[src/rtl/pe_pkg.sv]
package pe_pkg;

    // operand and result width, results wrap modulo 2**DATA_W
    parameter int DATA_W = 32;

    typedef logic [DATA_W-1:0] data_t;   // one element
    typedef logic [15:0]       len_t;    // vector length, element index

    // op encoding as seen by the host in REG_OP
    typedef enum logic [2:0] {
        OP_ADD  = 3'd0,   // a + b
        OP_ACC  = 3'd1,   // passes a, no accumulator yet
        OP_MUL  = 3'd2,   // a * b, low half
        OP_MACC = 3'd3,   // a * b + c
        OP_NOP  = 3'd4    // passes a
    } pe_op_e;

    // axi4-lite bus types
    typedef logic [3:0]  axi_addr_t;
    typedef logic [31:0] axi_data_t;

    // register map, byte addresses
    localparam axi_addr_t REG_CTRL = 4'd0;   // bit 0 start, self clearing
    localparam axi_addr_t REG_OP   = 4'd4;   // bits 2:0 op
    localparam axi_addr_t REG_LEN  = 4'd8;   // bits 15:0 length
    localparam axi_addr_t REG_STAT = 4'd12;  // bit 0 busy, bit 1 done

    // status bit positions
    localparam int STAT_BUSY = 0;
    localparam int STAT_DONE = 1;

    // control fsm
    typedef enum logic [1:0] {
        S_IDLE,    // waiting for start
        S_RUN,     // accepting elements
        S_DRAIN    // last element accepted, pipeline emptying
    } ctrl_state_e;

endpackage

[src/rtl/pe_stream_if.sv]
`timescale 1ns/10ps

// one stream beat, no ready on purpose
// the consumer side never stalls
interface pe_stream_if
    import pe_pkg::*;
();

    data_t  data;    // operand a on input, result on output
    logic   valid;   // beat present this cycle
    logic   last;    // final element of the vector
    pe_op_e op;      // op travelling with the beat

    // producer side
    modport source (
        output data, valid, last, op
    );

    // consumer side
    modport sink (
        input data, valid, last, op
    );

endinterface

[src/rtl/elem_counter.sv]
`timescale 1ns/10ps

// counts accepted elements of the running vector
module elem_counter
    import pe_pkg::*;
(
    input  logic clk,
    input  logic i_rst,
    input  logic i_clear,      // start of a new vector
    input  logic i_count_en,   // element accepted this cycle
    input  len_t i_len,
    output len_t o_count,      // elements accepted so far
    output logic o_last_elem   // this accepted element is number i_len
);

    len_t count_q;
    len_t last_idx;   // zero based index of the final element

    always_ff @(posedge clk) begin
        if (i_rst || i_clear) begin
            count_q <= '0;
        end else if (i_count_en) begin
            count_q <= count_q + len_t'(1);
        end
    end

    // length zero never reaches here, ctrl skips the run
    assign last_idx = i_len - len_t'(1);

    // flags the beat on the same cycle it is accepted
    assign o_last_elem = i_count_en && (count_q == last_idx);

    assign o_count = count_q;

endmodule

[src/rtl/pe_alu.sv]
`timescale 1ns/10ps

// integer datapath, every op lands exactly LATENCY cycles after acceptance
// multiply stage LATENCY/2 deep, add stage LATENCY/2 deep
module pe_alu
    import pe_pkg::*;
#(
    parameter int LATENCY = 8
) (
    input  logic        clk,
    input  logic        i_rst,
    pe_stream_if.sink   s_in,    // accepted beat, operand a in data
    input  data_t       i_b,
    input  data_t       i_c,
    pe_stream_if.source m_out    // result beat
);

    localparam int HALF   = LATENCY / 2;
    localparam int OP_W   = $bits(pe_op_e);
    localparam int HALF_W = 2 + OP_W + 3 * DATA_W;   // last, valid, op, c, b, a
    localparam int FULL_W = 2 + OP_W + DATA_W;       // last, valid, op, a

    // multiply stage
    data_t prod;      // a * b, low half
    data_t mul_h;     // product at half latency
    data_t mul_f;     // product at full latency, for MUL

    // operands and side band at half latency
    data_t            a_h;
    data_t            b_h;
    data_t            c_h;
    logic             valid_h;
    logic             last_h;
    logic [OP_W-1:0]  op_h_raw;
    pe_op_e           op_h;

    // side band at full latency
    data_t            a_f;
    logic             valid_f;
    logic             last_f;
    logic [OP_W-1:0]  op_f_raw;
    pe_op_e           op_f;

    // add stage
    data_t add_in;
    data_t sum_f;

    // truncating to data_t keeps the low half, same for signed and unsigned
    assign prod = s_in.data * i_b;

    // product goes through the multiply stage registers
    register_pipe #(
        .WIDTH (DATA_W),
        .DEPTH (HALF)
    ) mul_pipe_i (
        .clk   (clk),
        .i_rst (i_rst),
        .i_d   (prod),
        .o_q   (mul_h)
    );

    // operands and side band delayed to line up with mul_h
    register_pipe #(
        .WIDTH (HALF_W),
        .DEPTH (HALF)
    ) half_pipe_i (
        .clk   (clk),
        .i_rst (i_rst),
        .i_d   ({s_in.last, s_in.valid, s_in.op, i_c, i_b, s_in.data}),
        .o_q   ({last_h, valid_h, op_h_raw, c_h, b_h, a_h})
    );

    assign op_h = pe_op_e'(op_h_raw);

    // ADD sums the raw operands, MACC the product and c
    // other ops ignore the sum
    always_comb begin
        if (op_h == OP_ADD) begin
            add_in = a_h + b_h;
        end else begin
            add_in = mul_h + c_h;   // wraps
        end
    end

    register_pipe #(
        .WIDTH (DATA_W),
        .DEPTH (HALF)
    ) add_pipe_i (
        .clk   (clk),
        .i_rst (i_rst),
        .i_d   (add_in),
        .o_q   (sum_f)
    );

    // MUL result waits out the add stage
    register_pipe #(
        .WIDTH (DATA_W),
        .DEPTH (HALF)
    ) mul_dly_pipe_i (
        .clk   (clk),
        .i_rst (i_rst),
        .i_d   (mul_h),
        .o_q   (mul_f)
    );

    // second half of the side band, chained from the first
    register_pipe #(
        .WIDTH (FULL_W),
        .DEPTH (HALF)
    ) full_pipe_i (
        .clk   (clk),
        .i_rst (i_rst),
        .i_d   ({last_h, valid_h, op_h_raw, a_h}),
        .o_q   ({last_f, valid_f, op_f_raw, a_f})
    );

    assign op_f = pe_op_e'(op_f_raw);

    // result select by the op that came with this beat
    always_comb begin
        case (op_f)
            OP_ADD, OP_MACC: m_out.data = sum_f;
            OP_MUL:          m_out.data = mul_f;
            default:         m_out.data = a_f;   // ACC, NOP and unused codes
        endcase
    end

    assign m_out.valid = valid_f;
    assign m_out.last  = last_f;
    assign m_out.op    = op_f;

endmodule

[src/rtl/pe_ctrl.sv]
`timescale 1ns/10ps

// axi4-lite register slave plus idle/run/drain sequencing
// every access answers OKAY, so no resp outputs
module pe_ctrl
    import pe_pkg::*;
#(
    parameter int LATENCY = 8
) (
    input  logic      clk,
    input  logic      i_rst,
    // write address and data
    input  axi_addr_t i_awaddr,
    input  logic      i_awvalid,
    output logic      o_awready,
    input  axi_data_t i_wdata,
    input  logic      i_wvalid,
    output logic      o_wready,
    // write response
    output logic      o_bvalid,
    input  logic      i_bready,
    // read address and data
    input  axi_addr_t i_araddr,
    input  logic      i_arvalid,
    output logic      o_arready,
    output axi_data_t o_rdata,
    output logic      o_rvalid,
    input  logic      i_rready,
    // to datapath
    output pe_op_e    o_op,        // op latched at start
    output len_t      o_len,       // length latched at start
    output logic      o_clear,
    output logic      o_in_ready,
    input  logic      i_in_valid,
    output logic      o_count_en,
    input  logic      i_last_elem
);

    localparam int DRAIN_W = $clog2(LATENCY);

    ctrl_state_e         state_q;
    logic [DRAIN_W-1:0]  drain_q;     // cycles spent in S_DRAIN
    logic                done_q;      // sticky until the next start
    logic                busy;
    pe_op_e              op_q;        // host copy of REG_OP
    len_t                len_q;       // host copy of REG_LEN
    logic                wr_en;
    logic                wr_fire;
    logic                rd_en;
    logic                rd_fire;
    logic                start_acc;   // start accepted this cycle

    // both valids in and no response outstanding
    assign wr_en   = i_awvalid && i_wvalid && !o_bvalid && !o_awready;
    assign wr_fire = o_awready && i_awvalid && o_wready && i_wvalid;
    assign rd_en   = i_arvalid && !o_arready && !o_rvalid;
    assign rd_fire = o_arready && i_arvalid;

    assign busy = (state_q != S_IDLE);

    // start while busy falls on the floor
    assign start_acc = wr_fire && (i_awaddr == REG_CTRL) && i_wdata[0] && !busy;

    always_ff @(posedge clk) begin
        if (i_rst) begin
            o_awready <= 1'b0;
            o_wready  <= 1'b0;
            o_bvalid  <= 1'b0;
            o_arready <= 1'b0;
            o_rvalid  <= 1'b0;
        end else begin
            o_awready <= wr_en;   // one cycle pulse, both together
            o_wready  <= wr_en;
            o_arready <= rd_en;
            if (wr_fire) begin
                o_bvalid <= 1'b1;
            end else if (i_bready) begin
                o_bvalid <= 1'b0;   // held until taken
            end
            if (rd_fire) begin
                o_rvalid <= 1'b1;
            end else if (i_rready) begin
                o_rvalid <= 1'b0;
            end
        end
    end

    // host visible config
    always_ff @(posedge clk) begin
        if (i_rst) begin
            op_q  <= OP_ADD;
            len_q <= '0;
        end else if (wr_fire) begin
            case (i_awaddr)
                REG_OP:  op_q  <= pe_op_e'(i_wdata[2:0]);
                REG_LEN: len_q <= i_wdata[15:0];
                default: ;   // ctrl handled by start_acc, stat read only
            endcase
        end
    end

    // read data captured on the address handshake
    always_ff @(posedge clk) begin
        if (rd_fire) begin
            case (i_araddr)
                REG_OP:   o_rdata <= axi_data_t'(op_q);
                REG_LEN:  o_rdata <= axi_data_t'(len_q);
                REG_STAT: o_rdata <= axi_data_t'({done_q, busy});
                default:  o_rdata <= '0;   // start reads back as zero
            endcase
        end
    end

    // sequencing
    always_ff @(posedge clk) begin
        if (i_rst) begin
            state_q <= S_IDLE;
            drain_q <= '0;
            done_q  <= 1'b0;
            o_op    <= OP_ADD;
            o_len   <= '0;
        end else begin
            case (state_q)
                S_IDLE: begin
                    if (start_acc) begin
                        o_op  <= op_q;
                        o_len <= len_q;
                        if (len_q == '0) begin
                            done_q <= 1'b1;   // empty vector, done at once
                        end else begin
                            done_q  <= 1'b0;
                            state_q <= S_RUN;
                        end
                    end
                end
                S_RUN: begin
                    if (i_last_elem) begin
                        drain_q <= '0;
                        state_q <= S_DRAIN;
                    end
                end
                S_DRAIN: begin
                    // final result leaves on the last drain cycle
                    if (drain_q == DRAIN_W'(LATENCY - 1)) begin
                        done_q  <= 1'b1;
                        state_q <= S_IDLE;
                    end else begin
                        drain_q <= drain_q + DRAIN_W'(1);
                    end
                end
                default: state_q <= S_IDLE;
            endcase
        end
    end

    assign o_clear    = start_acc;   // counter back to zero at start
    assign o_in_ready = (state_q == S_RUN);
    assign o_count_en = i_in_valid && o_in_ready;

endmodule

[src/rtl/pe_top.sv]
`timescale 1ns/10ps

// streaming vector element, axi4-lite config plus three operand streams
module pe_top
    import pe_pkg::*;
#(
    parameter int LATENCY = 8   // even, 4 or more
) (
    input  logic      clk,
    input  logic      i_rst,
    // axi4-lite slave
    input  axi_addr_t i_awaddr,
    input  logic      i_awvalid,
    output logic      o_awready,
    input  axi_data_t i_wdata,
    input  logic      i_wvalid,
    output logic      o_wready,
    output logic      o_bvalid,
    input  logic      i_bready,
    input  axi_addr_t i_araddr,
    input  logic      i_arvalid,
    output logic      o_arready,
    output axi_data_t o_rdata,
    output logic      o_rvalid,
    input  logic      i_rready,
    // operand streams, one shared valid and ready
    input  data_t     i_a,
    input  data_t     i_b,
    input  data_t     i_c,
    input  logic      i_in_valid,
    output logic      o_in_ready,
    // result stream, no back-pressure
    output data_t     o_res,
    output logic      o_res_valid,
    output logic      o_res_last
);

    pe_op_e run_op;      // op of the running vector
    len_t   run_len;
    logic   clear;
    logic   count_en;    // element accepted
    logic   last_elem;

    pe_stream_if in_s ();    // accepted beat into the alu
    pe_stream_if res_s ();   // result beat out of the alu

    pe_ctrl #(
        .LATENCY (LATENCY)
    ) ctrl_i (
        .clk         (clk),
        .i_rst       (i_rst),
        .i_awaddr    (i_awaddr),
        .i_awvalid   (i_awvalid),
        .o_awready   (o_awready),
        .i_wdata     (i_wdata),
        .i_wvalid    (i_wvalid),
        .o_wready    (o_wready),
        .o_bvalid    (o_bvalid),
        .i_bready    (i_bready),
        .i_araddr    (i_araddr),
        .i_arvalid   (i_arvalid),
        .o_arready   (o_arready),
        .o_rdata     (o_rdata),
        .o_rvalid    (o_rvalid),
        .i_rready    (i_rready),
        .o_op        (run_op),
        .o_len       (run_len),
        .o_clear     (clear),
        .o_in_ready  (o_in_ready),
        .i_in_valid  (i_in_valid),
        .o_count_en  (count_en),
        .i_last_elem (last_elem)
    );

    elem_counter counter_i (
        .clk         (clk),
        .i_rst       (i_rst),
        .i_clear     (clear),
        .i_count_en  (count_en),
        .i_len       (run_len),
        .o_count     (),           // debug probe point only
        .o_last_elem (last_elem)
    );

    // beat assembly, valid only on acceptance
    assign in_s.data  = i_a;
    assign in_s.valid = count_en;
    assign in_s.last  = last_elem;
    assign in_s.op    = run_op;

    pe_alu #(
        .LATENCY (LATENCY)
    ) alu_i (
        .clk   (clk),
        .i_rst (i_rst),
        .s_in  (in_s.sink),
        .i_b   (i_b),
        .i_c   (i_c),
        .m_out (res_s.source)
    );

    assign o_res       = res_s.data;
    assign o_res_valid = res_s.valid;
    assign o_res_last  = res_s.last;   // op of the result stays internal

endmodule

[src/rtl/register_pipe.sv]
`timescale 1ns/10ps

// shift chain of DEPTH registers, output DEPTH cycles after input
// DEPTH of one or more
module register_pipe #(
    parameter int WIDTH = 1,
    parameter int DEPTH = 1
) (
    input  logic             clk,
    input  logic             i_rst,
    input  logic [WIDTH-1:0] i_d,
    output logic [WIDTH-1:0] o_q
);

    logic [WIDTH-1:0] stage_q [DEPTH];   // stage 0 nearest the input

    always_ff @(posedge clk) begin
        if (i_rst) begin
            for (int i = 0; i < DEPTH; i++) begin
                stage_q[i] <= '0;   // whole chain zero, valids included
            end
        end else begin
            stage_q[0] <= i_d;
            for (int i = 1; i < DEPTH; i++) begin
                stage_q[i] <= stage_q[i-1];   // advance one stage
            end
        end
    end

    assign o_q = stage_q[DEPTH-1];   // oldest entry

endmodule

[config.mk]
export PLATFORM = sky130hd
export DESIGN_NAME = pe_top
export DESIGN_NICKNAME = d
export VERILOG_FILES = /design/src/rtl/pe_pkg.sv /design/src/rtl/pe_stream_if.sv /design/src/rtl/elem_counter.sv /design/src/rtl/pe_alu.sv /design/src/rtl/pe_ctrl.sv /design/src/rtl/pe_top.sv /design/src/rtl/register_pipe.sv
export SDC_FILE = /design/constraint.sdc
export NUM_CORES = 2
export LEC_CHECK = 0
export BUFFER_PORTS_ARGS = -buffer_cell sky130_fd_sc_hd__buf_4
export CAP_MARGIN = 5
export CORE_MARGIN = 2
export CORE_UTILIZATION = 50
export CTS_CLUSTER_SIZE = 25
export DETAILED_ROUTE_END_ITERATION = 10
export PLACE_DENSITY_LB_ADDON = 0.1
export SYNTH_ARGS = -nofsm -noshare
export SYNTH_HDL_FRONTEND = slang
export SYNTH_HIERARCHICAL = 1
export SYNTH_SLANG_ARGS = --single-unit
[constraint.sdc]
create_clock -name clk -period 18.6 [get_ports clk]
set_clock_uncertainty 0.1 [all_clocks]
set_input_delay 2.79 -clock clk [delete_from_list [all_inputs] [get_ports clk]]
set_output_delay 2.79 -clock clk [all_outputs]
set_load 0.02 [all_outputs]
==> results.md <==
- Status: complete, no violations
- Routed WL: 112 mm
- Htree depth: 3
- Starting Density: 50.3%
- Hold path cells: 1
- Worst Setup SP: i_b[3]
- DR vias: 31100
- Most frequent cells in the layout: 999 x dfxtp_1, 915 x nor2b_1, 451 x inv_1, 410 x fa_1, 380 x nand2_1
- Die width: 321 um
- DRC: 0
- Clk root buf: clkbuf_16
- Clock sinks: 1016
- Hpwl dp: 80.6 mm
- Worst R2R Start: alu_i/half_pipe_i/stage_q[3][64]
- Worst Reg-to-Reg Cells: 13
- Startpoint types: input port
- Layout area overhead: 10.0%
- Io pins: 216
- Commonest non-fill, non-tap cell in the layout: dfxtp_1
- RSZ-0062 raised after global routing: no
- Fmax: 107 MHz
- Cell Area, Synth: 50100 um2
- Port Buffers: 183
- Seq/Total Area, Yosys: 40.9%
- Post-synth top flop: dfxtp_1
- Post-CTS resize count: 0
- Fin. Hold Viols: 0
- DRT antenna net count: 0
- Final min period: 9.34 ns
- Longest Clk Path Bufs: 3
- Final period utilization: 50.2%
- Vias in the first global route: 32000
- Critical Path RT: 19.10 ns
- Post-Syn Area per Cell: 10.2 um2
- Wire length per cell: 17.6 um
- Die Area: 103000 um2
- Min-Delay Startpoint: alu_i/add_pipe_i/stage_q[1][17]
- CTS tree: yes
- Largest net degree at the start of global routing: 248
- Post-synthesis async set-or-reset flop share: 0%
- EDFF count, synth: 16
- Iteration-0 DRC Markers: 1397
- Final-stage net count: 5703
- Slew headroom: 29.8%
- Die H: 321 um
- Yosys warns: 6
- GPL Wtd Cong: 0.884
- Max-Cap Viols: 0
- CP Capture Type: flop
- FF+latch count, synth: 1016
- Share of post-route cells with drive strength above 1: 8.26%
- Measured slew at the worst slew-check pin: 1.05 ns
- Hold Path Class: flop to flop
- Post-synth cell types: 85
- Slew Viols, Final: 0
- Tot GR Track Use: 22.2%
- Setup Crit Path Kind: input port to flop
- Core area: 99700 um2
- Final setup viols: 0
- Crit-path max cell delay: 0.56 ns
- DR vias/cell: 4.91
- Hold Buf Count CTS: 0
- Worst skew pair latency: 0.68 ns
- CTS Buf Count: 99
- Most used cell, CP: fa_1
- Crit path max fanout: 30
- DRT Pass-1 Iters: 5
- Antenna violations before repair: 4
- Worst EP arrival: 9.84 ns
- Total global routing overflow: 0
- Clock transition at path regs: 0.06 ns
- Cell count after synthesis: 4905
- Total negative slack: 0 ns
- Setup Buffers After CTS: 0
- Critical-path top delay cell: fa_1
- First-pass GRT wire length: 178 mm
- FP Rows: 116
- Crit-path cells: buf_4 > and2_1 > fa_1 > inv_1 > fa_1 > fa_1 > fa_1 > inv_1 > ha_1 > ha_1 > fa_1 > fa_1 > ha_1 > nand4_1 > nor4_1 > nor3_1 > o21ai_0 > a22oi_1 > a211oi_1 > a21oi_1 > xnor2_1 > nor2b_1
[layer usage]
layer	part of all wire [%]	track usage, %	up-vias
met4	3.3	8.01	0
met2	48	38.1	623
li1	-	-	15300
met5	0	0	-
met1	44	28.4	15000
met3	4.2	3.45	205
[stage by stage]
step / instance area, um2 / hold slack (ns) / util, % / cells / worst slack (ns)
finish: 55100 / 0.319 / 55.3 / 6335 / 9.26
global route: 55100 / 0.327 / 55.3 / 6333 / 9.01
CTS: 55100 / 0.314 / 55.3 / 6333 / 9.41
detailed placement: 51800 / 0.320 / 51.9 / 6157 / 8.70
global placement: 51800 / 0.315 / 51.9 / 6157 / 8.69
floorplan: 50200 / 0.314 / - / 4920 / 9.26
[final timing paths]
path | end | slack [ns]
worst max register to register | alu_i/add_pipe_i/stage_q[0][28] | 14.27
worst min register to register | alu_i/add_pipe_i/stage_q[2][17] | 0.32
worst max-delay path | alu_i/mul_pipe_i/stage_q[0][28] | 9.26
worst min-delay path | alu_i/add_pipe_i/stage_q[2][17] | 0.32
[layout make-up]
cell class / count / area (um2)
clock buffers: 140 / 2890
repair buffers: 197 / 1500
clock inverters: 36 / 464
flip-flops and latches: 1016 / 20500
well taps: 1298 / 1620
diodes: 2 / 5.00
fillers: 8950 / 44600
multi-input cells: 3194 / 26500
inverters: 452 / 1700
[state kept, by name, indices dropped and copies added, names as in the netlist]
name,count
alu_i/mul_pipe_i/stage_q,128
alu_i/mul_dly_pipe_i/stage_q,128
ctrl_i/o_rvalid,1
ctrl_i/o_bvalid,1
ctrl_i/o_rdata,16
ctrl_i/o_op,3
ctrl_i/done_q,1
alu_i/full_pipe_i/stage_q,148
ctrl_i/drain_q,3
alu_i/add_pipe_i/stage_q,128
ctrl_i/len_q,16
ctrl_i/op_q,3
ctrl_i/state_q,2
ctrl_i/o_len,16
ctrl_i/o_arready,1
counter_i/o_count,16
alu_i/half_pipe_i/stage_q,404
ctrl_i/o_wready,1
[cell families (layout without fill, tap and decap cells)]
group | Yosys count | after routing | synth area share, %
buffers and inverters | 710 | 825 | 6.47
adders and majority gates | 599 | 599 | 21.1
xor gates and xnor gates | 159 | 159 | 2.78
DFF | 1016 | 1016 | 40.9
and+or+nand+nor | 1946 | 1946 | 22.2
muxes | 66 | 66 | 1.32
other | 1 | 18 | 0.00748
AOI/OAI and AO/OA | 408 | 408 | 5.19
[Yosys cell counts, types with 40 or more instances]
| library cell | n | area [um2] |
|---|---|---|
| dfxtp_1 | 1000 | 20000 |
| nor2b_1 | 916 | 5730 |
| inv_1 | 451 | 1690 |
| fa_1 | 410 | 8210 |
| nand2_1 | 380 | 1430 |
| and2_1 | 320 | 2000 |
| ha_1 | 189 | 2360 |
| clkbuf_1 | 129 | 484 |
| o21ai_0 | 111 | 556 |
| a21oi_1 | 107 | 536 |
| xnor2_1 | 102 | 893 |
| nor2_1 | 82 | 308 |
| mux2i_1 | 64 | 641 |
| xor2_1 | 57 | 499 |
| nand2b_1 | 53 | 332 |
| buf_4 | 50 | 375 |
| buf_6 | 44 | 495 |
| nand3_1 | 40 | 200 |
[critical path, delay by kind of cell]
kind / cells / cell delay, ns
adders and majority gates: 9 / 3.77
AOI/OAI and AO/OA: 4 / 1.32
and+or+nand+nor: 5 / 1.03
buffers and inverters: 3 / 0.52
xor gates and xnor gates: 1 / 0.36
Power is not shown: default switching activity piles up to over one toggle a cycle in this logic, so the estimate is an artifact.
